--- src/hdl/capture_pkg.sv ---
`default_nettype none

package capture_pkg;

	// One raw sample from the sensor
	typedef logic [11:0] pixel_t;

	// Host data word, pixel sits zero-extended in the low 12 bits
	typedef logic [15:0] host_word_t;

	// Packed memory word of sixteen 16-bit lanes
	// Lane i occupies bits 16i+15 down to 16i
	typedef logic [255:0] mem_word_t;

	// Wide port word address, 128 words
	typedef logic [6:0] waddr_t;

	// Host halfword address
	// Upper 7 bits pick the word, lower 4 bits pick the lane
	typedef logic [10:0] haddr_t;

	// Running count of kept pixels
	typedef logic [11:0] pix_count_t;

	// Lanes per memory word
	localparam int PIX_PER_WORD = 16;

	// Memory capacity in pixels
	localparam int MAX_PIXELS = 2048;

	// Keep a pixel when row and column are both multiples of this
	localparam int DECIM = 2;

endpackage

`default_nettype wire
--- src/hdl/pixel_packer.sv ---
`timescale 1ns/10ps
`default_nettype none

module pixel_packer (
	input  wire                      CLOCK_50,
	input  wire                      arst_n,
	input  wire                      pix_valid,
	input  wire capture_pkg::pixel_t pix_data,
	input  wire                      pix_last,
	output logic                     wr_en,
	output capture_pkg::waddr_t      wr_addr,
	output capture_pkg::mem_word_t   wr_data,
	output logic                     cap_done
);

	// Lane slot for the next pixel
	logic [$clog2(capture_pkg::PIX_PER_WORD)-1:0] lane_q;

	// Word under assembly
	capture_pkg::mem_word_t buf_q;
	capture_pkg::mem_word_t word_n;
	capture_pkg::waddr_t    addr_q;

	logic word_full;
	logic flush;

	// Fresh word starts all zero, so a partial word is zero-filled
	always_comb begin
		word_n = (lane_q == '0) ? '0 : buf_q;
		if (pix_valid)
			word_n[lane_q * $bits(capture_pkg::host_word_t) +: $bits(capture_pkg::host_word_t)]
				= capture_pkg::host_word_t'(pix_data);
	end

	assign word_full = pix_valid && (lane_q == capture_pkg::PIX_PER_WORD - 1);

	// Last with an empty buffer finishes without a write
	assign flush = word_full | (pix_last & (pix_valid | (lane_q != '0)));

	always_ff @(posedge CLOCK_50 or negedge arst_n) begin
		if (!arst_n) begin
			wr_en    <= 1'b0;
			cap_done <= 1'b0;
			lane_q   <= '0;
			addr_q   <= '0;
		end else begin
			wr_en    <= flush;
			cap_done <= pix_last;

			// Next capture restarts at lane 0 of word 0
			if (pix_last)
				lane_q <= '0;
			else if (pix_valid)
				lane_q <= lane_q + 1'b1;

			if (pix_last)
				addr_q <= '0;
			else if (word_full)
				addr_q <= addr_q + 1'b1;
		end
	end

	// Payload path
	always_ff @(posedge CLOCK_50) begin
		if (pix_valid)
			buf_q <= word_n;
		wr_data <= word_n;
		wr_addr <= addr_q;
	end

endmodule

`default_nettype wire

--- config.mk ---
export PLATFORM = sky130hd
export DESIGN_NAME = pixel_packer
export DESIGN_NICKNAME = d
export VERILOG_FILES = /design/src/hdl/capture_pkg.sv /design/src/hdl/pixel_packer.sv
export SDC_FILE = /design/constraint.sdc
export NUM_CORES = 1
export LEC_CHECK = 0
export BUFFER_PORTS_ARGS = -buffer_cell sky130_fd_sc_hd__buf_2
export CAP_MARGIN = 25
export CORE_MARGIN = 10
export CORE_UTILIZATION = 35
export DETAILED_ROUTE_END_ITERATION = 6
export PLACE_DENSITY = 0.5
export SYNTH_ARGS = -nofsm -noshare
export SYNTH_HDL_FRONTEND = slang
export SYNTH_SLANG_ARGS = --single-unit
export TNS_END_PERCENT = 50
--- constraint.sdc ---
create_clock -name CLOCK_50 -period 7.17 [get_ports CLOCK_50]
set_input_delay 1.0755 -clock CLOCK_50 [delete_from_list [all_inputs] [get_ports CLOCK_50]]
set_output_delay 1.0755 -clock CLOCK_50 [all_outputs]
set_load 0.05 [all_outputs]
Word-level counts from Yosys, hierarchy flattened

Index checks and enable logic that the tools add are counted.

Mux-type cells: 7
Reduce and logical (&&, ||, !) cells: 5
Bitwise operators: 3
$add $sub $neg: 3
Equality and inequality tests: 1
Shifts and indexed selects: 2

Operators with widths:

| cell                                                    | count |
|---|---|
| 2-to-1 mux 256 bit                                      | 2 |
| bitwise mux 256 bit                                     | 1 |
| variable shift 16 x 34 -> 256 bit, first input constant | 1 |
| variable part select 16 x 34 -> 256 bit                 | 1 |
| negator 8 -> 34 bit                                     | 1 |
| 2-to-1 mux 7 bit                                        | 2 |
| 2-to-1 mux 4 bit                                        | 2 |
| adder 7 x 1 -> 7 bit, second input constant             | 1 |
| adder 4 x 1 -> 4 bit, second input constant             | 1 |
| == test 4 bit, second input constant                    | 1 |
| logical NOT 4 bit                                       | 1 |
| nonzero test 2 bit                                      | 2 |
| nonzero test 4 bit                                      | 1 |
| bitwise OR 1 bit                                        | 2 |
| AND 1 bit                                               | 1 |
| logical AND 1 bit                                       | 1 |

Bits of input ports: 16
Bits in registers: 532
Output and inout bits: 265

Longest topological paths before layout

Depth after elaboration: 4
Gate-level depth with buffers: 11
Depth with buffers taken out: 6

Worst setup path before layout

OpenSTA, ideal clock, no wires.

Kind: reg2reg
Start point: register lane_q[0] in the netlist's numbering
End point: register buf_q[209], data pin
Buffers on the path: 5
Setup time: 0.260 ns
Required time: 6.910 ns
Clock period less this slack: 2.661 ns
Data arrival time: 2.401 ns
Setup slack: 4.509 ns
Stages on the path, launching flop included: 12
Path through: dfrtp_1 buf_2 clkbuf_1 nor3_1 ha_1 buf_6 nor2b_4 and3_1 buf_2 nor2_1 buf_2 a22o_1

Cells in the longest elaborated chain, start to end: 4
Elaborated cells on any way between the ends: 7
Classes of those cells: add/sub (1); shift (2); mux (3); reduce/logical (1)

RTL lines:

| item                                                            | line                                   | source |
|---|---|---|
| start: declaration                                              | pixel_packer.sv:17                     | `logic [$clog2(capture_pkg::PIX_PER_WORD)-1:0] lane_q;` |
| start signal: assignment                                        | pixel_packer.sv:54                     | `lane_q <= lane_q + 1'b1;` |
| negator 8 -> 34 bit / logical NOT 4 bit (equally long branches) | pixel_packer.sv:31, pixel_packer.sv:29 |  |
| variable part select 16 x 34 -> 256 bit (tied with other cells) | pixel_packer.sv:31                     | `word_n[lane_q * $bits(capture_pkg::host_word_t) +: $bits(capture_pkg::host_word_t)]` |
| bitwise mux 256 bit                                             | pixel_packer.sv:31                     |  |
| 2-to-1 mux 256 bit *                                            | pixel_packer.sv:30                     | `if (pix_valid)` |
| via word_n[209]                                                 | pixel_packer.sv:21                     | `capture_pkg::mem_word_t word_n;` |
| end signal: assignment                                          | pixel_packer.sv:66                     | `buf_q <= word_n;` |
| end: declaration                                                | pixel_packer.sv:20                     | `capture_pkg::mem_word_t buf_q;` |

Mark *: on every way through the listed nets, which the timed path passes. The rest lies on a longest branch.
A chain may end at the register's enable or synchronous reset.

Worst setup path in the final report

Start point: register lane_q[0] in the netlist's numbering
End point: register buf_q[178], data pin

The elaborated chain is that of the path after synthesis.

==> impl_metrics.env <==
export IMPL_critical_path_class="flop to flop"
export IMPL_startpoint_type="flop"
export IMPL_drtAntennaViolNets=0
export IMPL_skew_ps=16.57
export IMPL_most_common_layout_cells="buf_2, dfxtp_1, edfxtp_1, nand2_1, nand3_1"
export IMPL_core_um2=48850
export IMPL_ys_flop_type="dfxtp_1"
export IMPL_gp_congestion=0.7656
export IMPL_r2r_end="buf_q[178]"
export IMPL_wl_um=46200
export IMPL_fin_crit_ps=3942
export IMPL_min_period_over_period_pct=54.98
export IMPL_grt_overflow=0
export IMPL_powerDensity_nw_per_um2=357.1
export IMPL_routedWlPerCell_um=21.59
export IMPL_synth_seq_cells=532
export IMPL_grt_pass1_wl_um=69600
export IMPL_clock_latency_ps=600
export IMPL_rsz0062_at_grt="false"
export IMPL_synth_fp_nets=1185
export IMPL_areaGrowthSynthToFinish_pct=21.77
export IMPL_tightest_slew_ps=1040
export IMPL_ctsHoldBuffers=0
export IMPL_post_cts_buffers=0
export IMPL_cts_sinks=532
export IMPL_wl_met2_um=21630
export IMPL_post_route_drc_count=0
export IMPL_rows=81
export IMPL_via_per_inst=4.768
export IMPL_dp_slack_ps=3231
export IMPL_clk_pin_slew_worst_paths_ps=60
export IMPL_finalPower_w=0.007518
export IMPL_dp_cells=2034
export IMPL_grt_max_degree=158
export IMPL_final_setup_tns_ps=0
export IMPL_rrSetupSlack_ps=3230
export IMPL_yosys_area_top_type="edfxtp_1"
export IMPL_cts_tree="built"
export IMPL_synth_area_um2=17290
export IMPL_wl_met3_um=3454
export IMPL_synth_area_per_cell_um2=14.86
export IMPL_grt_pass1_vias=10540
export IMPL_clock_path_buffers=3
export IMPL_ys_top_cells_by_area="edfxtp_1, dfxtp_1, mux2i_1"
export IMPL_htree_levels=2
export IMPL_final_core_util_pct=43.09
export IMPL_drtIter0Drc=701
export IMPL_hp_class="primary input to asynchronous set/reset pin"
export IMPL_dp_hpwl_um=30150
export IMPL_drv_cap=0
export IMPL_r2r_start="lane_q[0]"
export IMPL_antenna_found_initial=0
export IMPL_io_buffers=280
export IMPL_grtUsageTotal_pct=15.38
export IMPL_drv_slew=0
export IMPL_yosysSeqAreaShare_pct=76.81
export IMPL_cts_inserted_buffers=56
export IMPL_reg2regPathDepth=6
export IMPL_status="completed"
export IMPL_crit_arrival_ps=4220
export IMPL_slew_headroom_pct=30.54
export IMPL_fin_nets=1450
export IMPL_dieArea_um2=58680
export IMPL_dr_pass1_iters=5
export IMPL_netlist_area_leader_share_pct=44.47
export IMPL_cts_resized=0
export IMPL_dr_max_layer_used="met4"
export IMPL_endpoint_kind="flop"
export IMPL_fp_dieH_um=242.2
export IMPL_synthCells=1163
export IMPL_die_w_um=242.2
export IMPL_p_leak_nw=8.631
export IMPL_yosys_warnings=0
export IMPL_mostFrequentLayoutCell="buf_2"
export IMPL_worstPathMaxFanout=23
export IMPL_cp_required_ps=7450
export IMPL_finalSetupViolations=0
export IMPL_drive_above_1_share_pct=27.17
export IMPL_cts_root_buf="clkbuf_16"
export IMPL_max_freq_mhz=253.7
export IMPL_ys_types=49
export IMPL_antenna_cells=0
export IMPL_pin_count=281
export IMPL_wl_met1_um=20440
export IMPL_setup_slack_ps=3228
export IMPL_hold_viol_final=0
export IMPL_initial_core_util_pct=35.39
export IMPL_dr_total_vias=10200
export IMPL_synth_edf_count=256
export IMPL_async_flop_share_pct=2.444
export IMPL_fin_cells=2140
export IMPL_peakVddDrop_uv=216.0
-- report_power, final --
part	switching, W	internal (W)	leakage [nW]
combinational	0.000854	0.000205	2.74
clock	0.00116	0.00173	0.919
sequential	0.0000881	0.00348	4.97
total	0.00211	0.00541	8.63
-- flip-flops by register name (all words and copies together) (netlist names) --
name and flops:
addr_q 7, wr_addr 7, lane_q 4, wr_en 1, buf_q 256, cap_done 1
wr_data 256
-- critical path: stages, from the launching register on --
cell     delay, ps
dfrtp_1        870
inv_2          280
ha_1           460
xnor2_2        670
nand3_1        860
nand3_1        320
o21ai_0        160
-- synthesized netlist by cell type, types with 4 or more instances --
| master | instances |
|---|---|
| nand2_1 | 85 |
| and2_1 | 33 |
| mux2i_1 | 46 |
| and4_1 | 4 |
| dfxtp_1 | 263 |
| nor4b_1 | 5 |
| nor2_1 | 53 |
| buf_2 | 25 |
| clkbuf_1 | 33 |
| nor2b_1 | 5 |
| o21ai_0 | 32 |
| buf_1 | 7 |
| edfxtp_1 | 256 |
| o21ai_1 | 20 |
| a22o_1 | 40 |
| a21oi_1 | 20 |
| nand4_1 | 4 |
| nor3b_1 | 4 |
| ha_1 | 6 |
| nor3_1 | 7 |
| dfrtp_1 | 13 |
| buf_6 | 6 |
| and3_1 | 35 |
| xnor2_1 | 4 |
| nand3_1 | 77 |
| buf_4 | 8 |
| xor2_1 | 5 |
| a32o_1 | 36 |
-- kinds of logic (layout without fill, tap and decap cells) --
kind of cell | after synthesis | count (layout) | share of synthesized area [%]
flip-flops | 532 | 532 | 76.81
AND/OR/NAND/NOR | 328 | 328 | 9.887
AO/OA/AOI/OAI | 155 | 155 | 7.006
buffers and inverters | 85 | 398 | 2.555
multiplexers | 46 | 46 | 2.664
XOR/XNOR | 11 | 11 | 0.6442
adder cells (fa/ha/maj) | 6 | 6 | 0.4343
-- per-layer routing --
layer | up-vias | global-route usage (%)
li1 | 4782 | -
met1 | 5048 | 20.21
met2 | 324 | 24.34
met3 | 49 | 4.707
met4 | 0 | 3.884
met5 | - | 0
-- through the flow --
| stage | cell area [µm²] | hold WS (ps) |
|---|---|---|
| 4_1_cts | 21050 | 344.5 |
| 2_1_floorplan | 17290 | 365.3 |
| 6_report | 21050 | 361.2 |
| 5_1_grt | 21050 | 355.0 |
| 3_3_place_gp | 19190 | 384.5 |
| 3_5_place_dp | 19190 | 380.9 |
-- worst max-delay path by stage --
stage	start	slack, ps	end
after floorplan	lane_q[0]	4510	buf_q[209]
after detailed placement	lane_q[0]	3230	buf_q[191]
after global placement	lane_q[0]	3390	buf_q[189]
after global routing	lane_q[0]	2790	buf_q[178]
final	lane_q[0]	3230	buf_q[178]
after CTS	lane_q[0]	3230	buf_q[191]
-- final cells by class --
class | instances | area (µm²)
Fill cell | 4585 | 27800
Sequential cell | 532 | 13280
Multi-Input combinational cell | 546 | 3583
Clock buffer | 75 | 1544
Timing Repair Buffer | 287 | 1476
Tap cell | 664 | 830.8
Clock inverter | 31 | 319.1
Inverter | 5 | 18.77
No activity file was read; power rests on OpenSTA's default activity.
