<file path="src/hdl/seg7_hex6.sv">
`timescale 1ns/10ps
`default_nettype none

module seg7_hex6 (
	input  wire  [23:0] value,
	output logic [6:0]  hex0,
	output logic [6:0]  hex1,
	output logic [6:0]  hex2,
	output logic [6:0]  hex3,
	output logic [6:0]  hex4,
	output logic [6:0]  hex5
);

	// Active low, bit order gfedcba
	function automatic logic [6:0] seg_decode(input logic [3:0] nib);
		case (nib)
			4'h0: seg_decode = 7'b1000000;
			4'h1: seg_decode = 7'b1111001;
			4'h2: seg_decode = 7'b0100100;
			4'h3: seg_decode = 7'b0110000;
			4'h4: seg_decode = 7'b0011001;
			4'h5: seg_decode = 7'b0010010;
			4'h6: seg_decode = 7'b0000010;
			4'h7: seg_decode = 7'b1111000;
			4'h8: seg_decode = 7'b0000000;
			4'h9: seg_decode = 7'b0010000;
			4'ha: seg_decode = 7'b0001000;
			4'hb: seg_decode = 7'b0000011;
			4'hc: seg_decode = 7'b1000110;
			4'hd: seg_decode = 7'b0100001;
			4'he: seg_decode = 7'b0000110;
			default: seg_decode = 7'b0001110;
		endcase
	endfunction

	// Digit 0 is the least significant nibble
	assign hex0 = seg_decode(value[3:0]);
	assign hex1 = seg_decode(value[7:4]);
	assign hex2 = seg_decode(value[11:8]);
	assign hex3 = seg_decode(value[15:12]);
	assign hex4 = seg_decode(value[19:16]);
	assign hex5 = seg_decode(value[23:20]);

endmodule

`default_nettype wire

</file>
<file path="config.mk">
export PLATFORM = sky130hd
export DESIGN_NAME = seg7_hex6
export DESIGN_NICKNAME = d
export VERILOG_FILES = /design/src/hdl/seg7_hex6.sv
export SDC_FILE = /design/constraint.sdc
export NUM_CORES = 1
export LEC_CHECK = 0
export BUFFER_PORTS_ARGS = -buffer_cell sky130_fd_sc_hd__buf_2
export CAP_MARGIN = 25
export CORE_MARGIN = 5
export CORE_UTILIZATION = 52
export DETAILED_ROUTE_END_ITERATION = 7
export PLACE_DENSITY = 0.85
export SYNTH_ARGS = -nofsm -noshare
export SYNTH_HDL_FRONTEND = slang
export SYNTH_SLANG_ARGS = --single-unit
</file>
<file path="constraint.sdc">
create_clock -name vclk -period 1.3
set_clock_uncertainty 0.05 [all_clocks]
set_input_delay 0.13 -clock vclk [all_inputs]
set_output_delay 0.13 -clock vclk [all_outputs]
set_load 0.005 [all_outputs]
</file>
==> results.py, run 1 <==
metrics = {
    "run_status": {
        "status": "did not finish",
        "haltStage": "global routing (5_1_grt)",
        "error_message": "[ERROR DPL-0038] Utilization greater than 100%, impossible to legalize",
    },
    "floorplan": {
        "die_span_in_x_um": 65.8,
        "initial_utilization": 0.534,
        "placementRows": 20,
        "floorplan.die.height_um": 65.8,
        "top_level_ports": 66,
    },
    "place": {
        "io_buffers": 66,
        "detailed_place.area_sq_um": 2310,
        "detailed_place_hpwl_mm": 3.46,
        "gp_congestion": 0.849,
        "place_inst": 340,
        "post-place-ws_ps": -191,
    },
    "synthesis": {
        "ys_top_cells_by_count": "ha_1 (42), mux2i_1 (19), nor2_1 (19)",
        "synthesis.nets": 255,
        "synthDistinctLibCells": 25,
        "synthCells": 189,
        "count_of_yosys_warnings_during_synthesis": 0,
        "synth_top_cell_area_share": 0.325,
        "synth.cell_area_sq_um": 1620,
        "mean_instance_size_in_the_synthesized_netlist_sq_um": 8.56,
        "synth.yosys.seq_area_share": 0,
        "cells_taking_the_most_area_after_synthesis": "ha_1 (32%), mux2i_1 (12%), a22o_1 (5.4%), mux4_1 (4.9%), nor2_1 (4.4%)",
        "synth_top_cell_by_area": "ha_1",
        "library_cell_with_the_highest_instance_count_after_synthesis": "ha_1",
    },
    "grt": {
        "maximum_number_of_pins_on_one_net_before_global_route_repair": 15,
    },
    "timing": {
        "worst-endpoint-pin-kind": "output port",
        "worstEndpointGrtRepair": "hex0[3]",
    },
}
[repair_timing]
item	CTS
setup endpoints to repair	23
buffers inserted	3
pin swaps	2
hold buffers	0
resized for setup	129
[metrics by stage]
step | hold WS, ps | TNS, ps
CTS | 556 | -37.6
detailed placement | 569 | -1840
global placement | 569 | -1160
floorplan | 275 | 0
[cell families after synthesis]
group           synth area share
buf+inv                   0.0974
compound gates             0.186
fa+ha+maj                  0.325
simple gates               0.149
mux                        0.243
==> inputs of run 2 (changes only) <==
Settings changed: CORE_UTILIZATION 52 to 40, PLACE_DENSITY 0.85 to unset, PLACE_DENSITY_LB_ADDON set to 0.15.
==> run 2 against run 1 <==
  * The flow now finishes, with violations (setup timing)
  * Area after synthesis unchanged
  * Synthesized cell count unchanged
==> results.py, run 2 <==
metrics = {
    "synthesis": {
        "synth.cell_area_sq_um": 1620,
        "synth_top_cell_by_area": "ha_1",
        "synthCells": 189,
        "synth.yosys.seq_area_share": 0,
        "library_cell_with_the_highest_instance_count_after_synthesis": "ha_1",
        "cells_taking_the_most_area_after_synthesis": "ha_1 (32%), mux2i_1 (12%), a22o_1 (5.4%), mux4_1 (4.9%), nor2_1 (4.4%)",
        "count_of_yosys_warnings_during_synthesis": 0,
        "synth_top_cell_area_share": 0.325,
        "mean_instance_size_in_the_synthesized_netlist_sq_um": 8.56,
        "ys_top_cells_by_count": "ha_1 (42), mux2i_1 (19), nor2_1 (19)",
        "synthesis.nets": 255,
        "synthDistinctLibCells": 25,
    },
    "final_layout": {
        "number_of_inserted_diodes": 0,
        "area_of_combinational_cells_with_multiple_inputs_sq_um": 1780,
        "finalNetCount": 372,
        "mostFrequentLayoutCell": "buf_2",
        "postLayoutCoreUtil": 0.747,
        "clock_buffer_count": 0,
        "layout.cells.non_filler": 354,
        "post_route_cells_drive_above_1_share": 0.641,
        "seq_cell_count": 0,
        "layout_common_cells": "buf_2 (52), buf_4 (47), ha_4 (23)",
        "final_design_area_no_fill_sq_um": 2970,
        "layout.filler_cells": 299,
        "reg_area_sq_um": 0,
        "areaGrowthSynthToFinish_pct": 83.4,
    },
    "power": {
        "power.total_uw": 947,
        "power.density_nw_per_um2": 319,
        "vdd.ir_drop.worst_mv": 0.198,
        "total_leakage_power_nw": 1.44,
    },
    "timing": {
        "setup_violations": 7,
        "timing.slew.headroom": 0.842,
        "fmaxAchievable_ghz": 0.753,
        "period_share": 1.02,
        "final-hold-violation-count": 0,
        "layout_setup_ws_ps": -27.3,
        "grt_setup_unrepaired": "yes",
        "post_route_hold_slack_ps": 588,
        "drv_slew": 0,
        "finalSetupTns_ps": -107,
        "timing_worst_slew_pin_value_ps": 235,
        "post-route-min-period_ps": 1330,
    },
    "setup_path": {
        "crit_path_max_fanout": 5,
        "timing.critical_path.required_ps": 1120,
        "crit_end": "hex1[3]",
        "end_kind": "output pin",
        "timing.critical_path.from_type": "input port",
        "cp_cell_sequence": "buf_12, clkinv_8, ha_4, inv_2, mux4_2, buf_2",
        "cp-startpoint": "value[5]",
        "cpMaxStageDelayCell": "mux4_2",
        "timing.critical_path.arrival_ps": 1150,
        "cp_slowest_stage_delay_ps": 430,
        "worstSetupPathType": "in -> out",
    },
    "grt": {
        "grt_antenna_before_repair": 0,
        "maximum_number_of_pins_on_one_net_before_global_route_repair": 13,
        "groute.usage.overall": 0.163,
        "grt_pass1_wl_mm": 7.52,
        "first_global_vias": 1708,
        "grt_remaining_overflow": 0,
    },
    "floorplan": {
        "floorplan.die.height_um": 73.6,
        "core_area_sq_um": 3970,
        "initial_utilization": 0.407,
        "fp.dieArea_sq_um": 5420,
        "die_span_in_x_um": 73.6,
        "placementRows": 23,
        "top_level_ports": 66,
    },
    "place": {
        "post-place-ws_ps": -155,
        "detailed_place_hpwl_mm": 3.45,
        "gp_congestion": 0.826,
        "detailed_place.area_sq_um": 2330,
        "place_inst": 347,
        "io_buffers": 66,
    },
    "hold_path": {
        "hold_path_class": "in -> out",
        "timing.hold.worst.start": "value[13]",
    },
    "route": {
        "detailed_routing_iterations_pass_1": 4,
        "drc": 0,
        "num_vias": 1803,
        "drt-total-wl_mm": 4.85,
        "drtAntennaViolNets": 0,
        "mean_routed_wirelength_per_cell_um": 13.7,
        "via_per_inst": 5.09,
        "drt_first_iter_violations": 51,
    },
    "run_status": {
        "violations": "setup timing",
        "status": "finished with violations",
    },
    "run": {
        "number_of_max_cap_violations": 0,
    },
}
## run 2: timing repair
| action | in CTS | in global routing |
|---|---|---|
| endpoints found under the setup margin | 23 | 20 |
| hold buffers | 0 | 0 |
| resized for setup | 120 | 36 |
| setup buffers | 6 | 1 |
| hold endpoints to repair | 0 | 0 |
| pin swaps | 3 | 11 |
## run 2: power breakdown
part | total, mW | switching [mW] | internal (mW)
logic | 0.947 | 0.417 | 0.530
registers | 0 | 0 | 0
clock network | 0 | 0 | 0
total | 0.947 | 0.417 | 0.530
## run 2: how the worst min path moves through the flow
stage	endpoint	slack [ps]	cells past startpoint
2_1_floorplan	hex2[6]	270	1
5_1_grt	hex3[6]	600	4
3_3_place_gp	hex5[5]	600	3
4_1_cts	hex3[6]	590	4
3_5_place_dp	hex3[6]	600	4
6_report	hex3[6]	590	4
## run 2: per-layer routing
layer / wire length, um / vias to the layer above / track usage
met5: 0 / - / 0
met3: 241 / 0 / 0.00821
met2: 2520 / 48 / 0.293
li1: - / 914 / -
met4: 0 / 0 / 0.0101
met1: 2090 / 841 / 0.222
## run 2: logic make-up after synthesis
family          Yosys count  share of synthesized area
fa+ha+maj                42                      0.325
compound gates           42                      0.186
buf+inv                  30                     0.0974
simple gates             45                      0.149
mux                      30                      0.243
## run 2: cell type report
| class | instances | area share |
|---|---|---|
| Multi-Input combinational cell | 159 | 0.601 |
| Timing Repair Buffer | 127 | 0.330 |
| Inverter | 18 | 0.0481 |
| Tap cell | 50 | 0.0211 |
## run 2: critical path, delay by kind of cell
kind / cells / cell delay (ps)
adder cells (fa/ha/maj): 1 / 260
buffers and inverters: 4 / 320
multiplexers: 1 / 430
Note: power is estimated with default switching activity, not from simulation.
==> inputs of run 3 (changes only) <==
Settings changed: GPL_TIMING_DRIVEN set to 1.
Clock period 1.3 ns to 1.4 ns, I/O delays scaled along.
==> run 3 against run 2 <==
  * The flow now finishes without violations
  * Critical path depth down 1
  * Combinational power down 23%
  * Flip-flop and latch count unchanged
  * Via count down 7.3%
==> results.py, run 3 (same netlist as run 2, synthesis figures left out) <==
metrics = {
    "route": {
        "via_per_inst": 4.96,
        "detailed_routing_iterations_pass_1": 4,
        "drt-total-wl_mm": 4.13,
        "mean_routed_wirelength_per_cell_um": 12.3,
        "drt_first_iter_violations": 42,
        "drtAntennaViolNets": 0,
        "drc": 0,
        "num_vias": 1672,
    },
    "timing": {
        "period_share": 0.980,
        "timing_worst_slew_pin_value_ps": 259,
        "setup_violations": 0,
        "final-hold-violation-count": 0,
        "fmaxAchievable_ghz": 0.729,
        "timing.slew.headroom": 0.827,
        "grt_setup_unrepaired": "yes",
        "post-route-min-period_ps": 1370,
        "drv_slew": 0,
        "finalSetupTns_ps": 0,
    },
    "place": {
        "gp_congestion": 0.846,
        "detailed_place_hpwl_mm": 3.28,
        "io_buffers": 66,
        "place_inst": 334,
    },
    "final_layout": {
        "mostFrequentLayoutCell": "buf_2",
        "areaGrowthSynthToFinish_pct": 57.8,
        "layout.cells.non_filler": 337,
        "seq_cell_count": 0,
        "number_of_inserted_diodes": 0,
        "finalNetCount": 355,
        "reg_area_sq_um": 0,
        "post_route_cells_drive_above_1_share": 0.547,
        "clock_buffer_count": 0,
        "layout_common_cells": "buf_2 (54), buf_4 (44), nor2_1 (19), mux2i_1 (19), ha_1 (19)",
    },
    "clocking": {
        "hold_buffers": 0,
    },
    "power": {
        "power.density_nw_per_um2": 287,
        "vdd.ir_drop.worst_mv": 0.162,
        "total_leakage_power_nw": 1.29,
    },
    "setup_path": {
        "crit_path_max_fanout": 4,
        "timing.critical_path.required_ps": 1210,
        "timing.critical_path.from_type": "input port",
        "worstSetupPathType": "in -> out",
        "timing.critical_path.arrival_ps": 1180,
        "end_kind": "output pin",
    },
    "floorplan": {
        "die_span_in_x_um": 73.6,
        "core_area_sq_um": 3970,
        "placementRows": 23,
        "top_level_ports": 66,
        "fp.dieArea_sq_um": 5420,
        "initial_utilization": 0.407,
        "floorplan.die.height_um": 73.6,
    },
    "grt": {
        "grt_pass1_wl_mm": 6.48,
        "groute.usage.overall": 0.139,
        "grt_antenna_before_repair": 0,
        "maximum_number_of_pins_on_one_net_before_global_route_repair": 15,
        "grt_remaining_overflow": 0,
        "first_global_vias": 1509,
    },
    "run": {
        "number_of_max_cap_violations": 0,
    },
    "hold_path": {
        "hold_path_class": "in -> out",
    },
    "run_status": {
        "status": "complete, no violations",
    },
}
[run 3: cell types whose count changed in the layout (fill, tap and decap cells not counted), sizes merged]
cell,previous run,this run
buf,127,110
clkinv,1,0
inv,17,18
[run 3: through the flow]
step / worst slack [ps] / hold slack [ps] / power, mW / instance area [sq um] / utilization
after CTS: -3.87 / 598 / 0.668 / 2300 / 0.579
after floorplan: 216 / 295 / 0.348 / 1620 / -
final: 27.3 / 592 / 0.732 / 2550 / 0.643
after detailed placement: -94.2 / 623 / 0.643 / 2240 / 0.564
after global placement: -74.7 / 618 / 0.636 / 2240 / 0.564
after global routing: -19.5 / 608 / 0.818 / 2550 / 0.643
[run 3: timing repair]
action	4_1_cts	5_1_grt
setup endpoints to repair	12	18
buffers inserted	1	2
resized for setup	30	48
pin swaps	0	1
[run 3: final cells by class]
cell class	count	area [sq um]
fillers	351	1420
inverters	18	90.1
multi-input cells	159	1660
well taps	50	62.6
repair buffers	110	744
[run 3: power breakdown]
| part | internal [mW] | total, mW | switching, mW |
|---|---|---|---|
| clock network | 0 | 0 | 0 |
| registers | 0 | 0 | 0 |
| logic | 0.397 | 0.732 | 0.335 |
[run 3: path summary, 6_finish.rpt]
check                  from      end  slack (ps)  cells after the start
setup / recovery  value[21]  hex5[3]          30                      5
hold / removal    value[13]  hex3[6]         590                      4
[run 3: worst max-delay path: stages]
cell	delay, ps
buf_6	100
buf_4	140
ha_1	200
mux4_2	470
buf_6	130
[run 3: per-layer routing]
metal	track usage	vias up	share of wire
met5	0	-	0
met4	0.00604	0	0
met3	0.00684	0	0.059
met2	0.239	42	0.49
met1	0.201	757	0.45
li1	-	873	-
==> inputs of run 4 (changes only) <==
Settings changed: CELL_PAD_IN_SITES_DETAIL_PLACEMENT set to 1, CELL_PAD_IN_SITES_GLOBAL_PLACEMENT set to 2, CORE_UTILIZATION 40 to 31.
Clock period 1.4 ns to 1.58 ns, I/O delays scaled along.
==> run 4 against run 3 <==
  * Non-clock buffer count is 32 lower
  * Critical path depth grew 1
  * Core utilization shrank 24 points
  * Worst setup slack improved by 39 ps
  * Power fell by 30%
  * Global-route usage fell by 1.3 points
  * Die area increased by 25%
  * Hold slack better by 67 ps
  * Clock-buffer cell count unchanged
  * Routed wire length rose by 1.2%
  * Final cell count decreased by 3.6%
  * Via count shrank 7.1%
  * Critical path type unchanged
  * Critical endpoint is now hex3[3]
  * Highest routed layer unchanged
==> results.py, run 4 (same netlist as run 2, synthesis figures left out) <==
metrics = {
    "final_layout": {
        "mostFrequentLayoutCell": "buf_2",
        "postLayoutCoreUtil": 0.401,
        "reg_area_sq_um": 0,
        "number_of_inserted_diodes": 0,
        "clock_buffer_count": 0,
        "areaGrowthSynthToFinish_pct": 25.9,
        "area_of_combinational_cells_with_multiple_inputs_sq_um": 1460,
        "final_design_area_no_fill_sq_um": 2040,
        "layout_common_cells": "buf_2 (65), ha_1 (41), nor2_1 (19), mux2i_1 (19), inv_1 (13)",
        "seq_cell_count": 0,
        "layout.cells.non_filler": 325,
        "post_route_cells_drive_above_1_share": 0.365,
        "finalNetCount": 323,
        "layout.filler_cells": 663,
    },
    "setup_path": {
        "worstSetupPathType": "in -> out",
        "timing.critical_path.required_ps": 1370,
        "timing.critical_path.arrival_ps": 1310,
        "cp-startpoint": "value[12]",
        "crit_path_max_fanout": 5,
        "timing.critical_path.from_type": "input port",
        "end_kind": "output pin",
    },
    "route": {
        "detailed_routing_iterations_pass_1": 4,
        "drtAntennaViolNets": 0,
        "drc": 0,
        "via_per_inst": 4.78,
        "num_vias": 1554,
        "mean_routed_wirelength_per_cell_um": 12.9,
        "drt-total-wl_mm": 4.18,
        "drt_first_iter_violations": 32,
    },
    "floorplan": {
        "placementRows": 26,
        "die_span_in_x_um": 82.2,
        "initial_utilization": 0.319,
        "core_area_sq_um": 5070,
        "floorplan.die.height_um": 82.2,
        "fp.dieArea_sq_um": 6760,
        "top_level_ports": 66,
    },
    "place": {
        "io_buffers": 66,
        "post-place-ws_ps": 42.9,
        "gp_congestion": 0.720,
        "detailed_place_hpwl_mm": 3.53,
        "detailed_place.area_sq_um": 2040,
        "place_inst": 325,
    },
    "timing": {
        "timing.slew.headroom": 0.813,
        "timing_worst_slew_pin_value_ps": 280,
        "fmaxAchievable_ghz": 0.661,
        "layout_setup_ws_ps": 66.7,
        "final-hold-violation-count": 0,
        "post-route-min-period_ps": 1510,
        "drv_slew": 0,
        "finalSetupTns_ps": 0,
        "setup_violations": 0,
        "grt_setup_unrepaired": "no",
        "period_share": 0.958,
    },
    "run_status": {
        "status": "complete, no violations",
    },
    "grt": {
        "maximum_number_of_pins_on_one_net_before_global_route_repair": 15,
        "grt_pass1_wl_mm": 7.15,
        "groute.usage.overall": 0.127,
        "grt_antenna_before_repair": 0,
        "grt_remaining_overflow": 0,
        "first_global_vias": 1545,
    },
    "hold_path": {
        "hold_path_class": "in -> out",
        "timing.hold.worst.start": "value[22]",
        "worst_hold_endpoint": "hex5[5]",
        "min_path_cells": 3,
    },
    "clocking": {
        "hold_buffers": 0,
    },
    "power": {
        "total_leakage_power_nw": 1.14,
        "vdd.ir_drop.worst_mv": 0.0895,
        "power.density_nw_per_um2": 251,
    },
    "run": {
        "number_of_max_cap_violations": 0,
    },
}
## run 4: worst max-delay path by stage
stage | endpoint | slack, ps | cells after the start
finish | hex3[3] | 70 | 6
floorplan | hex0[3] | 360 | 4
CTS | hex0[3] | 40 | 6
global route | hex4[3] | 2 | 6
detailed placement | hex5[3] | 40 | 6
global placement | hex5[3] | 40 | 6
## run 4: area by class of cell
type,instances,share of cell area
Multi-Input combinational cell,159,0.716
Inverter,18,0.0332
Tap cell,70,0.0430
Timing Repair Buffer,78,0.208
## run 4: report_power, final
group          switching [mW]  total, mW  internal, mW  leakage [nW]
logic                   0.258      0.511         0.254          1.14
clock network               0          0             0             0
registers                   0          0             0             0
## run 4: critical path, cell delays in order
cell and delay [ps]:
buf_2 90, inv_1 90, ha_1 290, inv_1 60
mux4_2 470, buf_2 140
## run 4: through the flow
| stage | power, mW | hold WS (ps) |
|---|---|---|
| after CTS | 0.522 | 663 |
| final | 0.511 | 658 |
| after global placement | 0.515 | 663 |
| after floorplan | 0.308 | 331 |
| after global routing | 0.586 | 701 |
| after detailed placement | 0.519 | 663 |
## run 4: per-layer routing
layer | vias to the layer above | routed length, um | track usage
met4 | 0 | 0 | 0
met2 | 33 | 2110 | 0.240
met3 | 0 | 195 | 0.0119
li1 | 803 | - | -
met1 | 718 | 1870 | 0.162
met5 | - | 0 | 0
## run 4: what timing repair did
action | CTS | global route
endpoints found under the setup margin | 0 | 5
resized for setup | 0 | 8
buffers inserted | 0 | 0
hold endpoints to repair | 0 | 0
