<file path="src/hdl/capture_pkg.sv">
`default_nettype none

package capture_pkg;

	// One raw sample from the sensor
	typedef logic [11:0] pixel_t;

	// Host data word, pixel sits zero-extended in the low 12 bits
	typedef logic [15:0] host_word_t;

	// Packed memory word of sixteen 16-bit lanes
	// Lane i occupies bits 16i+15 down to 16i
	typedef logic [255:0] mem_word_t;

	// Wide port word address, 128 words
	typedef logic [6:0] waddr_t;

	// Host halfword address
	// Upper 7 bits pick the word, lower 4 bits pick the lane
	typedef logic [10:0] haddr_t;

	// Running count of kept pixels
	typedef logic [11:0] pix_count_t;

	// Lanes per memory word
	localparam int PIX_PER_WORD = 16;

	// Memory capacity in pixels
	localparam int MAX_PIXELS = 2048;

	// Keep a pixel when row and column are both multiples of this
	localparam int DECIM = 2;

endpackage

`default_nettype wire
</file>
<file path="src/hdl/frame_sampler.sv">
`timescale 1ns/10ps
`default_nettype none

module frame_sampler (
	input  wire                     CLOCK_50,
	input  wire                     arst_n,
	input  wire                     arm,
	input  wire                     fval,
	input  wire                     lval,
	input  wire capture_pkg::pixel_t pix_d,
	output logic                    pix_valid,
	output capture_pkg::pixel_t     pix_data,
	output logic                    pix_last,
	output capture_pkg::pix_count_t pix_count
);

	// Previous flag values for edge detection
	logic fval_q;
	logic lval_q;
	logic fval_rise;
	logic fval_fall;
	logic lval_rise;

	// Capture window tracking
	logic active;
	logic spent;
	logic start;
	logic capturing;

	// Position in the frame
	logic        line_seen;
	logic [11:0] row_q;
	logic [11:0] col_q;
	logic [11:0] cur_row;
	logic [11:0] cur_col;

	logic keep;
	logic at_limit;

	assign fval_rise = fval & ~fval_q;
	assign fval_fall = ~fval & fval_q;
	assign lval_rise = lval & ~lval_q;

	// Only one frame per arming
	assign start     = arm & ~spent & fval_rise;
	assign capturing = active | start;

	// Row and column of the sample on this cycle
	always_comb begin
		cur_col = lval_rise ? '0 : col_q;
		if (!lval_rise)
			cur_row = row_q;
		else if (line_seen && !start)
			cur_row = row_q + 1'b1;
		else
			cur_row = '0;
	end

	// Decimate in both directions
	assign keep = capturing & fval & lval &
		(cur_row % capture_pkg::DECIM == 0) &
		(cur_col % capture_pkg::DECIM == 0);

	// Stale count on the start cycle must not trigger the limit
	assign at_limit = ~start &
		(pix_count == capture_pkg::pix_count_t'(capture_pkg::MAX_PIXELS - 1));

	always_ff @(posedge CLOCK_50 or negedge arst_n) begin
		if (!arst_n) begin
			fval_q    <= 1'b0;
			lval_q    <= 1'b0;
			active    <= 1'b0;
			spent     <= 1'b0;
			line_seen <= 1'b0;
			row_q     <= '0;
			col_q     <= '0;
			pix_valid <= 1'b0;
			pix_last  <= 1'b0;
			pix_count <= '0;
		end else begin
			fval_q <= fval;
			lval_q <= lval;

			// Window ends at the pixel limit or when the frame closes
			if (keep && at_limit)
				active <= 1'b0;
			else if (start)
				active <= 1'b1;
			else if (fval_fall)
				active <= 1'b0;

			// Rearm only after arm has dropped
			if (!arm)
				spent <= 1'b0;
			else if (start)
				spent <= 1'b1;

			// New line
			if (capturing && lval_rise) begin
				row_q     <= cur_row;
				line_seen <= 1'b1;
			end else if (start) begin
				line_seen <= 1'b0;
			end

			if (capturing && fval && lval)
				col_q <= cur_col + 1'b1;

			// Count restarts with each capture
			if (start)
				pix_count <= capture_pkg::pix_count_t'(keep);
			else if (keep)
				pix_count <= pix_count + 1'b1;

			pix_valid <= keep;
			// Frame end may flag last without a pixel
			pix_last  <= (keep & at_limit) | (active & fval_fall);
		end
	end

	// Sample data, qualified by pix_valid
	always_ff @(posedge CLOCK_50) begin
		pix_data <= pix_d;
	end

endmodule

`default_nettype wire

</file>
<file path="config.mk">
export PLATFORM = sky130hd
export DESIGN_NAME = frame_sampler
export DESIGN_NICKNAME = d
export VERILOG_FILES = /design/src/hdl/capture_pkg.sv /design/src/hdl/frame_sampler.sv
export SDC_FILE = /design/constraint.sdc
export NUM_CORES = 1
export LEC_CHECK = 0
export BUFFER_PORTS_ARGS = -buffer_cell sky130_fd_sc_hd__buf_2
export CAP_MARGIN = 30
export CORE_UTILIZATION = 40
export CTS_CLUSTER_SIZE = 24
export DETAILED_ROUTE_END_ITERATION = 16
export PLACE_DENSITY = 0.68
export SYNTH_ARGS = -nofsm -noshare
export SYNTH_HDL_FRONTEND = slang
export SYNTH_SLANG_ARGS = --single-unit
</file>
<file path="constraint.sdc">
create_clock -name CLOCK_50 -period 1.8 [get_ports CLOCK_50]
set_clock_uncertainty 0.2 [all_clocks]
set_input_delay 0.36 -clock CLOCK_50 [delete_from_list [all_inputs] [get_ports CLOCK_50]]
set_output_delay 0.36 -clock CLOCK_50 [all_outputs]
set_load 0.005 [all_outputs]
</file>
Word level (Yosys, flattened, before mapping). Index checks and enable logic that the tools add are counted.

Add/subtract/negate cells: 3. Equal/unequal tests: 2. Mux-type cells: 12. Bitwise gates (word level): 19. Reduce and logical (&&, ||, !) cells: 12.

Operators with widths (number): $logic_not A32 Y1 (2); $mux W12 (4); $add A12 B1 Y12 const B (3); $and A1 B1 Y1 (12); $eq A12 B11 Y1 const B (1); $mux W1 (8); $logic_and A1 B1 Y1 (5); $not A1 Y1 (5); $reduce_bool A2 Y1 (2); $reduce_bool A3 Y1 (1); $ne A2 B1 Y1 const B (1); $or A1 B1 Y1 (2); $reduce_and A2 Y1 (1); $logic_not A1 Y1 (1).

Flip-flop bits (word level): 55. Bits of input ports: 17.

Logic depth before layout (Yosys ltp). Gate-level depths: netlist of run 1.

Depth after elaboration: 12. Mapped depth: 6. Gate-level depth less buffers: 5.

Worst setup path after synthesis of run 1. No wires, ideal clock.

Kind: register to register. Start: register fval_q. End: register active. Library setup time: 0.120 ns. Arrival: 1.554 ns. Path slack: -0.073 ns. Stages on the path, launching flop included: 6. Path buffers: 1. Period minus slack after synthesis: 1.873 ns. Cells stage by stage: dfrtp_1 -> and4bb_1 -> buf_6 -> o21ai_4 -> or4_4 -> a31o_1.

Word-level cells in the longest chain between the ends: 12.

Ends and longest elaborated chain: start, declared (line frame_sampler.sv:18) `logic fval_q;`; start signal, assigned (line frame_sampler.sv:81) `fval_q <= fval;`; $not A1 Y1 (line frame_sampler.sv:40) `assign fval_rise = fval & ~fval_q;`; $and A1 B1 Y1 (line frame_sampler.sv:40); $and A1 B1 Y1 (line frame_sampler.sv:45) `assign start = arm & ~spent & fval_rise;`; $logic_not A1 Y1 (line frame_sampler.sv:53) `else if (line_seen && !start)`; $logic_and A1 B1 Y1 (line frame_sampler.sv:53); $mux W12 (line frame_sampler.sv:53); $mux W1 (line frame_sampler.sv:51) `if (!lval_rise)`; $logic_not A32 Y1 (line frame_sampler.sv:61) `(cur_row % capture_pkg::DECIM == 0) &`; $and A1 B1 Y1 (line frame_sampler.sv:60) `assign keep = capturing & fval & lval &`; $and A1 B1 Y1 (line frame_sampler.sv:61); $logic_and A1 B1 Y1 (line frame_sampler.sv:85) `if (keep && at_limit)`; $reduce_bool A3 Y1 (no line) / $mux W1 (equally long branches); end signal, assigned (line frame_sampler.sv:86) `active <= 1'b0;`; end signal, assigned (line frame_sampler.sv:88) `active <= 1'b1;`; end signal, assigned (line frame_sampler.sv:90) `active <= 1'b0;`; end, declared (line frame_sampler.sv:25) `logic active;`.

Several ways; a longest one is shown, not always the timed one. A chain may end at the register's enable or synchronous reset.

Worst setup path in the final report of run 1. Same ends and word-level chain as after synthesis.

==> results of run 1 <==
## cell usage in the layout (no fill, tap or decap), types with 2 or more instances in the layout
cell            n
nand3_1         2
nand2_1        11
and4_1          2
dfrtp_1        21
o21ai_0         4
clkbuf_8        2
dlygate4sd3_1  14
dfxtp_1        12
or4_4           6
a21oi_1         2
or4_1           3
o211ai_4        2
buf_4          29
o31ai_1         3
inv_1           4
buf_2          42
o31ai_2         4
buf_6           4
a21oi_2         7
o21ai_1         2
clkbuf_4        5
## worst register-to-register path: cells and delay by family, from the launching register on
| kind | cells | cell delay, ns |
|---|---|---|
| flip-flops | 1 | 0.43 |
| AO/OA/AOI/OAI | 2 | 0.29 |
| buffers and inverters | 1 | 0.13 |
| AND/OR/NAND/NOR | 2 | 0.81 |
## metrics by stage
stage	worst slack, ns	total power (W)
3_3_place_gp	-0.117	0.00121
2_1_floorplan	0.00839	0.00103
5_1_grt	-0.214	0.00187
6_report	-0.160	0.00179
3_5_place_dp	-0.157	0.00122
4_1_cts	-0.163	0.00177
## layer usage
metal / vias up / part of all wire, %
li1: 605 / -
met1: 636 / 42
met2: 51 / 50
met3: 11 / 5.8
met4: 0 / 2.5
met5: - / 0
## worst paths after layout
kind / start / slack (ns) / cells past startpoint / endpoint
max reg2reg: fval_q / -0.16 / 5 / active
max in group asynchronous: arst_n / 0.77 / 2 / pix_count[2]
min in group asynchronous: arst_n / 0.30 / 2 / pix_count[8]
min reg2reg: row_q[0] / 0.34 / 1 / row_q[0]
min: arm / 0.08 / 3 / spent
max: fval_q / -0.16 / 5 / active
## Yosys cell counts
| cell | instances |
|---|---|
| o211ai_4 | 1 |
| a21oi_1 | 9 |
| xnor2_1 | 1 |
| mux2i_1 | 1 |
| nor2_1 | 3 |
| nand2_1 | 12 |
| nand3_1 | 3 |
| buf_6 | 2 |
| or2_2 | 1 |
| inv_1 | 4 |
| and4_1 | 2 |
| a22o_1 | 1 |
| a211o_1 | 1 |
| or4_1 | 8 |
| nor3b_2 | 1 |
| clkbuf_1 | 2 |
| o22ai_1 | 1 |
| a31o_1 | 1 |
| nand4bb_2 | 1 |
| o31ai_1 | 7 |
| or4_4 | 1 |
| and4bb_1 | 1 |
| dfxtp_1 | 12 |
| o211ai_2 | 1 |
| mux2_2 | 1 |
| ha_1 | 1 |
| o21ai_0 | 4 |
| or3b_1 | 2 |
| and2_1 | 1 |
| nand2b_1 | 1 |
| dfrtp_1 | 21 |
| o21ai_1 | 2 |
| o21ai_4 | 1 |
| nor4_1 | 1 |
| or3_1 | 1 |
## state kept, by name (all words and copies together), names as in the netlist
register and flops:
active 1, col_q 1, fval_q 1, line_seen 1, lval_q 1, pix_count 12
pix_data 12, pix_last 1, pix_valid 1, row_q 1, spent 1
## timing repair
action	CTS	global route
endpoints found under the hold margin	34	0
gates resized for setup	15	23
setup buffers	7	3
cloned	1	0
pin swaps	17	11
setup endpoints to repair	16	15
hold buffers	14	0
## power breakdown
group / switching [W] / leakage, nW / total, W / internal, W
clock: 0.000250 / 0.0413 / 0.000476 / 0.000226
combinational: 0.000207 / 0.616 / 0.000455 / 0.000248
sequential: 0.0000486 / 0.379 / 0.000858 / 0.000809
## layout make-up
class | count | area (sq um)
tap | 44 | 55.1
fill | 228 | 865
timing repair buffer | 91 | 658
sequential | 33 | 766
clock buffer | 7 | 65.1
multi-input combinational | 72 | 649
clock inverter | 1 | 5.00
inverter | 4 | 15.0
## kinds of logic (layout without fill, tap and decap cells)
group                      Yosys count  after routing  synth area share [%]
and+or+nand+nor                     39             39                  19.0
xor gates and xnor gates             1              1                 0.667
adders and majority gates            1              1                 0.952
DFF                                 33             33                  58.3
buffers and inverters                8            103                  3.43
AOI/OAI and AO/OA                   29             29                  16.0
muxes                                2              2                  1.62
==> results.json, run 1 <==
{
  "status": "finished with violations",
  "violations": "setup timing",
  "yosys.cell_types.count": 35,
  "grt_max_degree": 22,
  "wl_per_cell_um": 14.3,
  "die_area_sq_um": 3520,
  "met2_usage_pct": 37.7,
  "met1_usage_pct": 23.2,
  "final_layout_size_suffix_gt1_share_pct": 56.7,
  "yosysWarnings": 0,
  "fin_area_sq_um": 2210,
  "powerDensity_nw_per_um2": 808,
  "drc": 0,
  "dr.pass1.iters": 4,
  "crit_slowest_cell": "or4_4",
  "clk_path_buf_depth": 2,
  "cap_viol_max_count": 0,
  "routed_wl_um": 3600,
  "n_antenna_cell": 0,
  "globalplace.congestion": 0.825,
  "cts_root_buffer": "clkbuf_4",
  "core_sq_um": 3080,
  "slew_violations": 0,
  "crit_path_end_kind": "register",
  "ant_nets": 0,
  "drt_iter0_markers": 46,
  "htree_num_levels": 2,
  "relSlewSlack_pct": 69.0,
  "vias": 1303,
  "start_kind": "register",
  "placed_cell_area_sq_um": 1750,
  "cts_sinks": 33,
  "critical-path-max-stage-delay_ns": 0.44,
  "cp_top_family": "simple AND/OR/NAND/NOR gates",
  "arrival_ns": 1.99,
  "rows": 20,
  "synth_top_cell_by_area": "dfrtp_1",
  "numCtsBuffers": 5,
  "syn_to_final_growth_pct": 68.5,
  "final_cell_count_no_fill": 252,
  "fmaxAchievable_mhz": 510,
  "path_buf_inv": 1,
  "dieWidth_um": 59.3,
  "grt_overflow_total": 0,
  "grt_antenna_before_repair": 0,
  "portBuffers": 42,
  "hp-class": "in -> reg",
  "cp.required_ns": 1.83,
  "synthTopCellsByArea": "dfrtp_1 40%, dfxtp_1 18%, or4_1 4.6%, o31ai_1 4.0%, a21oi_1 3.4%",
  "post-route-util_pct": 71.9,
  "clkLatencyLatePin_ns": 0.34,
  "yosysTopAreaCellShare_pct": 40.0,
  "ys_seq_area_share_pct": 58.3,
  "vias_per_cell": 5.17,
  "nets": 225,
  "grt_pass1_vias": 1288,
  "hold_viol_final": 0,
  "syn_inst": 113,
  "crit_fanout": 6,
  "ys_seq_elements": 33,
  "dp_cells": 220,
  "syn_nets": 131,
  "setup_tns_ns": -1.30,
  "fin_crit_sh_pct": 109,
  "cts.clk_slew.worst_paths_ns": 0.10,
  "worstMarginPinSlew_ns": 0.465,
  "busiest_layer": "met2",
  "track_usage_pct": 21.9,
  "ir_worst_vdd_uv": 594,
  "setup_ws_ns": -0.160,
  "grt_use_met3_pct": 8.30,
  "tritoncts": "done",
  "die_y_um": 59.3,
  "avgSynthCellArea_sq_um": 11.6,
  "rsz0062_at_grt": "yes",
  "critPathKind": "reg -> reg",
  "grt_pass1_wl_um": 5510,
  "setup_violations": 13,
  "final.min_clock_period_ns": 1.96,
  "netlist_area_sq_um": 1310,
  "timing.hold.ws_ns": 0.0792,
  "cp_cell_sequence": "buf_6 -> and4bb_4 -> o21ai_4 -> or4_4 -> a31o_1",
  "power.leakage_nw": 1.04,
  "start_util_pct": 42.7,
  "io_pins": 43,
  "hpwl_um": 2280
}
Power figures use the tool's default switching activity.
==> inputs of run 2 (changes only) <==
--- a/config.mk
+++ b/config.mk
@@ -7,10 +7,10 @@
 export LEC_CHECK = 0
 export BUFFER_PORTS_ARGS = -buffer_cell sky130_fd_sc_hd__buf_2
 export CAP_MARGIN = 30
-export CORE_UTILIZATION = 40
+export CORE_UTILIZATION = 44
 export CTS_CLUSTER_SIZE = 24
 export DETAILED_ROUTE_END_ITERATION = 16
-export PLACE_DENSITY = 0.68
+export PLACE_DENSITY = 0.74
 export SYNTH_ARGS = -nofsm -noshare
 export SYNTH_HDL_FRONTEND = slang
 export SYNTH_SLANG_ARGS = --single-unit
==> run 2 against run 1 <==
- the flow still finishes with violations (setup timing)
- sequential power decreased by 0.5%
- non-clock buffer count decreased by 7
- core utilization increased by 2.3 points
- setup slack got worse by 0.018 ns
- flip-flop and latch count unchanged
- critical path depth unchanged
- first-iteration DRC count decreased by 15%
- combinational power decreased by 7.7%
- sequential share of layout area increased by 2.5 points
- global-route usage increased by 0.45 points
==> results.json, run 2 (synthesis results as in run 1) <==
{
  "status": "finished with violations",
  "violations": "setup timing",
  "htree_num_levels": 2,
  "final_layout_size_suffix_gt1_share_pct": 49.8,
  "ir_worst_vdd_uv": 793,
  "clkPwrFrac_pct": 23.5,
  "cts.clk_slew.worst_paths_ns": 0.10,
  "final.min_clock_period_ns": 1.98,
  "crit_slowest_cell": "or4_1",
  "io_pins": 43,
  "relSlewSlack_pct": 67.7,
  "pwr-share-comb_pct": 25.2,
  "n_antenna_cell": 0,
  "hp-class": "in -> reg",
  "cp.required_ns": 1.87,
  "reg2regPathDepth": 5,
  "numCtsBuffers": 5,
  "grt_max_degree": 22,
  "reg_top3": "pix_count: 12 flops, pix_data: 12 flops",
  "hpwl_um": 2140,
  "crit_path_end": "pix_count[5]",
  "hold_viol_final": 0,
  "dr.pass1.iters": 4,
  "fmaxAchievable_mhz": 506,
  "switching_power_w": 0.000483,
  "reg2reg_slack_ns": -0.18,
  "clk_path_buf_depth": 2,
  "crit_path_end_kind": "register",
  "die_y_um": 56.6,
  "worst_r2r_startpoint": "spent",
  "regToRegEndpoint": "pix_count[5]",
  "crit_fanout": 8,
  "vias": 1232,
  "seqPwrFrac_pct": 51.3,
  "grt_overflow_total": 0,
  "fin_crit_sh_pct": 110,
  "clkLatencyLatePin_ns": 0.33,
  "track_usage_pct": 22.3,
  "crit_path_start": "spent",
  "die_area_sq_um": 3210,
  "final_common_cell": "buf_2",
  "setup_violations": 13,
  "fin_area_sq_um": 2060,
  "grt_antenna_before_repair": 0,
  "layout_common_cells": "42 x buf_2, 25 x buf_4, 21 x dfrtp_1",
  "cap_viol_max_count": 0,
  "nets": 218,
  "timing.hold.ws_ns": 0.0555,
  "tritoncts": "done",
  "portBuffers": 42,
  "cp_cell_sequence": "nor3b_2 -> o211ai_2 -> buf_12 -> or4_1 -> a21oi_1",
  "min-delay-start": "arm",
  "grt_pass1_vias": 1191,
  "start_util_pct": 47.2,
  "routed_wl_um": 3510,
  "rows": 19,
  "placed_cell_area_sq_um": 1720,
  "globalplace.congestion": 0.821,
  "setup_ws_ns": -0.178,
  "syn_to_final_growth_pct": 57.0,
  "cts_sinks": 33,
  "cts_root_buffer": "clkbuf_4",
  "arrival_ns": 2.04,
  "drt_iter0_markers": 39,
  "rsz0062_at_grt": "yes",
  "wl_per_cell_um": 15.1,
  "power.leakage_nw": 0.981,
  "hold_path_depth": 3,
  "critPathKind": "reg -> reg",
  "ant_nets": 0,
  "powerDensity_nw_per_um2": 807,
  "place_ws_ns": -0.180,
  "critical-path-max-stage-delay_ns": 0.50,
  "dieWidth_um": 56.6,
  "grt_pass1_wl_um": 5310,
  "sw_frac_of_total_pct": 29.0,
  "vias_per_cell": 5.31,
  "worstMarginPinSlew_ns": 0.484,
  "drc": 0,
  "power.internal_w": 0.00118,
  "slew_violations": 0,
  "core_sq_um": 2780,
  "start_kind": "register"
}
## run 2: changes by cell type in the layout (fill, tap and decap cells not counted), sizes merged
cell / before / now
clkbuf: 8 / 7
buf: 76 / 69
clkinv: 1 / 2
## run 2: how the worst min path moves through the flow
stage | end | slack (ns)
finish | spent | 0.06
global route | spent | 0.06
CTS | spent | 0.05
detailed placement | pix_count[10] | 0.15
global placement | pix_count[10] | 0.14
floorplan | active | -0.14
## run 2: final cells by class
class                      instances  area (sq um)
tap                               31          38.8
fill                             193           718
clock buffer                       6          41.3
multi-input combinational         72           598
clock inverter                     2          10.0
sequential                        33           766
timing repair buffer              84           594
inverter                           4          15.0
## run 2: worst max-delay path, delay by kind of cell (launching register included)
family,cells,cell delay [ns]
simple gates,2,0.75
compound gates,2,0.35
buf+inv,1,0.19
flops,1,0.41
## run 2: metrics by stage
step | setup TNS (ns) | utilization [%] | std cells | total power, W
floorplan | 0 | - | 113 | 0.00103
global placement | -1.01 | 61.8 | 205 | 0.00119
detailed placement | -1.80 | 61.8 | 205 | 0.00121
CTS | -1.05 | 69.2 | 228 | 0.00163
global route | -2.30 | 74.2 | 232 | 0.00174
finish | -1.45 | 74.2 | 232 | 0.00166
## run 2: repair_timing
action	CTS	global route
hold endpoints to repair	34	0
endpoints found under the setup margin	16	15
buffers inserted	1	3
gates resized for setup	3	18
gates cloned	0	1
hold buffers	14	0
pin swaps	2	19
## run 2: power by group through the flow
| stage | Sequential, W | Combinational, W | Clock [W] |
|---|---|---|---|
| 3_3_place_gp | 0.000860 | 0.000331 | 0 |
| 3_5_place_dp | 0.000866 | 0.000346 | 0 |
| 2_1_floorplan | 0.000885 | 0.000141 | 0 |
| 4_1_cts | 0.000852 | 0.000377 | 0.000401 |
| 6_report | 0.000854 | 0.000420 | 0.000391 |
| 5_1_grt | 0.000863 | 0.000451 | 0.000430 |
## run 2: layer usage
metal / part of all wire (%) / vias up / global-route usage (%)
li1: - / 592 / -
met1: 42 / 575 / 26.7
met2: 50 / 53 / 36.5
met3: 6.0 / 12 / 7.60
met4: 2.3 / 0 / 9.41
met5: 0 / - / 0
==> inputs of run 3 (changes only) <==
--- a/config.mk
+++ b/config.mk
@@ -7,10 +7,10 @@
 export LEC_CHECK = 0
 export BUFFER_PORTS_ARGS = -buffer_cell sky130_fd_sc_hd__buf_2
 export CAP_MARGIN = 30
-export CORE_UTILIZATION = 44
+export CORE_UTILIZATION = 52
 export CTS_CLUSTER_SIZE = 24
 export DETAILED_ROUTE_END_ITERATION = 16
-export PLACE_DENSITY = 0.74
+export PLACE_DENSITY = 0.82
 export SYNTH_ARGS = -nofsm -noshare
 export SYNTH_HDL_FRONTEND = slang
 export SYNTH_SLANG_ARGS = --single-unit
==> constraint.sdc (replaced) <==
create_clock -name CLOCK_50 -period 2.5 [get_ports CLOCK_50]
set_clock_uncertainty 0.2 [all_clocks]
set_input_delay 0.5 -clock CLOCK_50 [delete_from_list [all_inputs] [get_ports CLOCK_50]]
set_output_delay 0.5 -clock CLOCK_50 [all_outputs]
set_load 0.005 [all_outputs]
==> run 3 against run 2 <==
- the run now ends clean
- worst hold slack improved by 0.016 ns
- combinational power fell by 58%
- non-clock buffer count fell by 39
- flip-flop and latch count unchanged
- sequential power decreased by 26%
- first-iteration DRC count decreased by 87%
- via count fell by 14%
- critical path type unchanged
==> results.json, run 3 (synthesis results as in run 1) <==
{
  "dr.pass1.iters": 4,
  "setup_tns_ns": 0,
  "final_common_cell": "buf_2",
  "worstMarginPinSlew_ns": 0.486,
  "relSlewSlack_pct": 67.5,
  "die_y_um": 52.3,
  "ant_nets": 0,
  "worst_r2r_startpoint": "fval_q",
  "core_sq_um": 2300,
  "grt_max_degree": 22,
  "crit_fanout": 9,
  "dieWidth_um": 52.3,
  "post-route-util_pct": 69.9,
  "vias": 1055,
  "rsz0062_at_grt": "no",
  "die_area_sq_um": 2730,
  "status": "complete, no violations",
  "portBuffers": 42,
  "cap_viol_max_count": 0,
  "hp-class": "in -> reg",
  "tritoncts": "done",
  "drc": 0,
  "hold_buffers": 1,
  "crit_path_end_kind": "register",
  "wl_per_cell_um": 14.1,
  "critPathKind": "reg -> reg",
  "slew_violations": 0,
  "hold_end": "pix_data[0]",
  "cts_resized": 0,
  "syn_to_final_growth_pct": 22.2,
  "setup_violations": 0,
  "reg2regPathDepth": 4,
  "min-delay-start": "pix_d[0]",
  "io_pins": 43,
  "start_kind": "register",
  "arrival_ns": 2.17,
  "hold_path_depth": 1,
  "start_util_pct": 57.2,
  "grt_antenna_before_repair": 0,
  "final.min_clock_period_ns": 2.15,
  "clkLatencyLatePin_ns": 0.32,
  "cts_root_buffer": "clkbuf_4",
  "ir_worst_vdd_uv": 568,
  "layout_common_cells": "42 x buf_2, 21 x dfrtp_1, 12 x nand2_1, 12 x dfxtp_1, 9 x a21oi_1",
  "rows": 17,
  "numCtsBuffers": 5,
  "hpwl_um": 1940,
  "cts_sinks": 33,
  "track_usage_pct": 23.0,
  "regToRegEndpoint": "active",
  "grt_overflow_total": 0,
  "n_antenna_cell": 0,
  "clk_path_buf_depth": 2,
  "powerDensity_nw_per_um2": 678,
  "htree_num_levels": 2,
  "timing.hold.ws_ns": 0.0719,
  "reg_top3": "pix_count: 12 flops, pix_data: 12 flops",
  "power.leakage_nw": 0.754,
  "reg2reg_slack_ns": 0.35,
  "vias_per_cell": 5.55,
  "nets": 179,
  "grt_pass1_wl_um": 4420,
  "drt_iter0_markers": 5,
  "final_layout_size_suffix_gt1_share_pct": 36.4,
  "cts_setup_buffers": 0,
  "routed_wl_um": 2690,
  "cp.required_ns": 2.53,
  "fmaxAchievable_mhz": 466,
  "fillers": 189,
  "cts.clk_slew.worst_paths_ns": 0.10,
  "grt_pass1_vias": 1044,
  "hold_viol_final": 0,
  "globalplace.congestion": 0.810,
  "fin_crit_sh_pct": 85.8
}
==> run 3: cell types whose count changed in the layout (fill, tap and decap cells not counted), sizes merged <==
cell,previous run,this run
buf,69,44
clkbuf,7,6
dlygate4sd3,14,1
==> run 3: per-stage QoR <==
step / setup slack [ns] / instance area (sq um) / cells / total power [W]
floorplan: 0.581 / 1310 / 113 / 0.000739
global placement: 0.254 / 1540 / 181 / 0.000803
detailed placement: 0.210 / 1540 / 181 / 0.000819
CTS: 0.345 / 1610 / 190 / 0.00110
global route: 0.204 / 1610 / 190 / 0.00115
finish: 0.355 / 1610 / 190 / 0.00109
==> run 3: per-layer routing <==
| metal | part of all wire (%) | vias to the layer above | track usage, % | routed length (um) |
|---|---|---|---|---|
| li1 | - | 514 | - | - |
| met1 | 43 | 492 | 25.3 | 1140 |
| met2 | 50 | 45 | 39.7 | 1340 |
| met3 | 6.1 | 4 | 7.83 | 163 |
| met4 | 1.4 | 0 | 10.5 | 38 |
| met5 | 0 | - | 0 | 0 |
==> run 3: how the worst max path moves through the flow <==
stage               startpoint            end  slack [ns]  cells past startpoint
detailed placement        fval         active        0.21                      5
global route             spent  pix_count[11]        0.20                      5
finish                  fval_q         active        0.35                      4
floorplan                  arm         active        0.58                      5
global placement          fval         active        0.25                      5
CTS                     fval_q         active        0.34                      4
==> run 3: layout make-up <==
type / count / area (sq um) / area share (%)
sequential: 33 / 766 / 47.7
multi-input combinational: 72 / 503 / 31.3
timing repair buffer: 45 / 235 / 14.7
clock buffer: 6 / 41.3 / 2.57
tap: 28 / 35.0 / 2.18
inverter: 4 / 15.0 / 0.935
clock inverter: 2 / 10.0 / 0.624
==> run 3: worst max-delay path: stages (launching register included) <==
cell,delay (ns)
dfrtp_1,0.41
and4bb_1,0.56
o21ai_4,0.15
or4_4,0.50
a31o_1,0.22
==> run 3: power breakdown <==
group	leakage, nW	switching (W)	internal (W)
sequential	0.379	0.0000516	0.000583
combinational	0.342	0.0000907	0.0000850
clock	0.0320	0.000171	0.000107
total	0.754	0.000313	0.000775
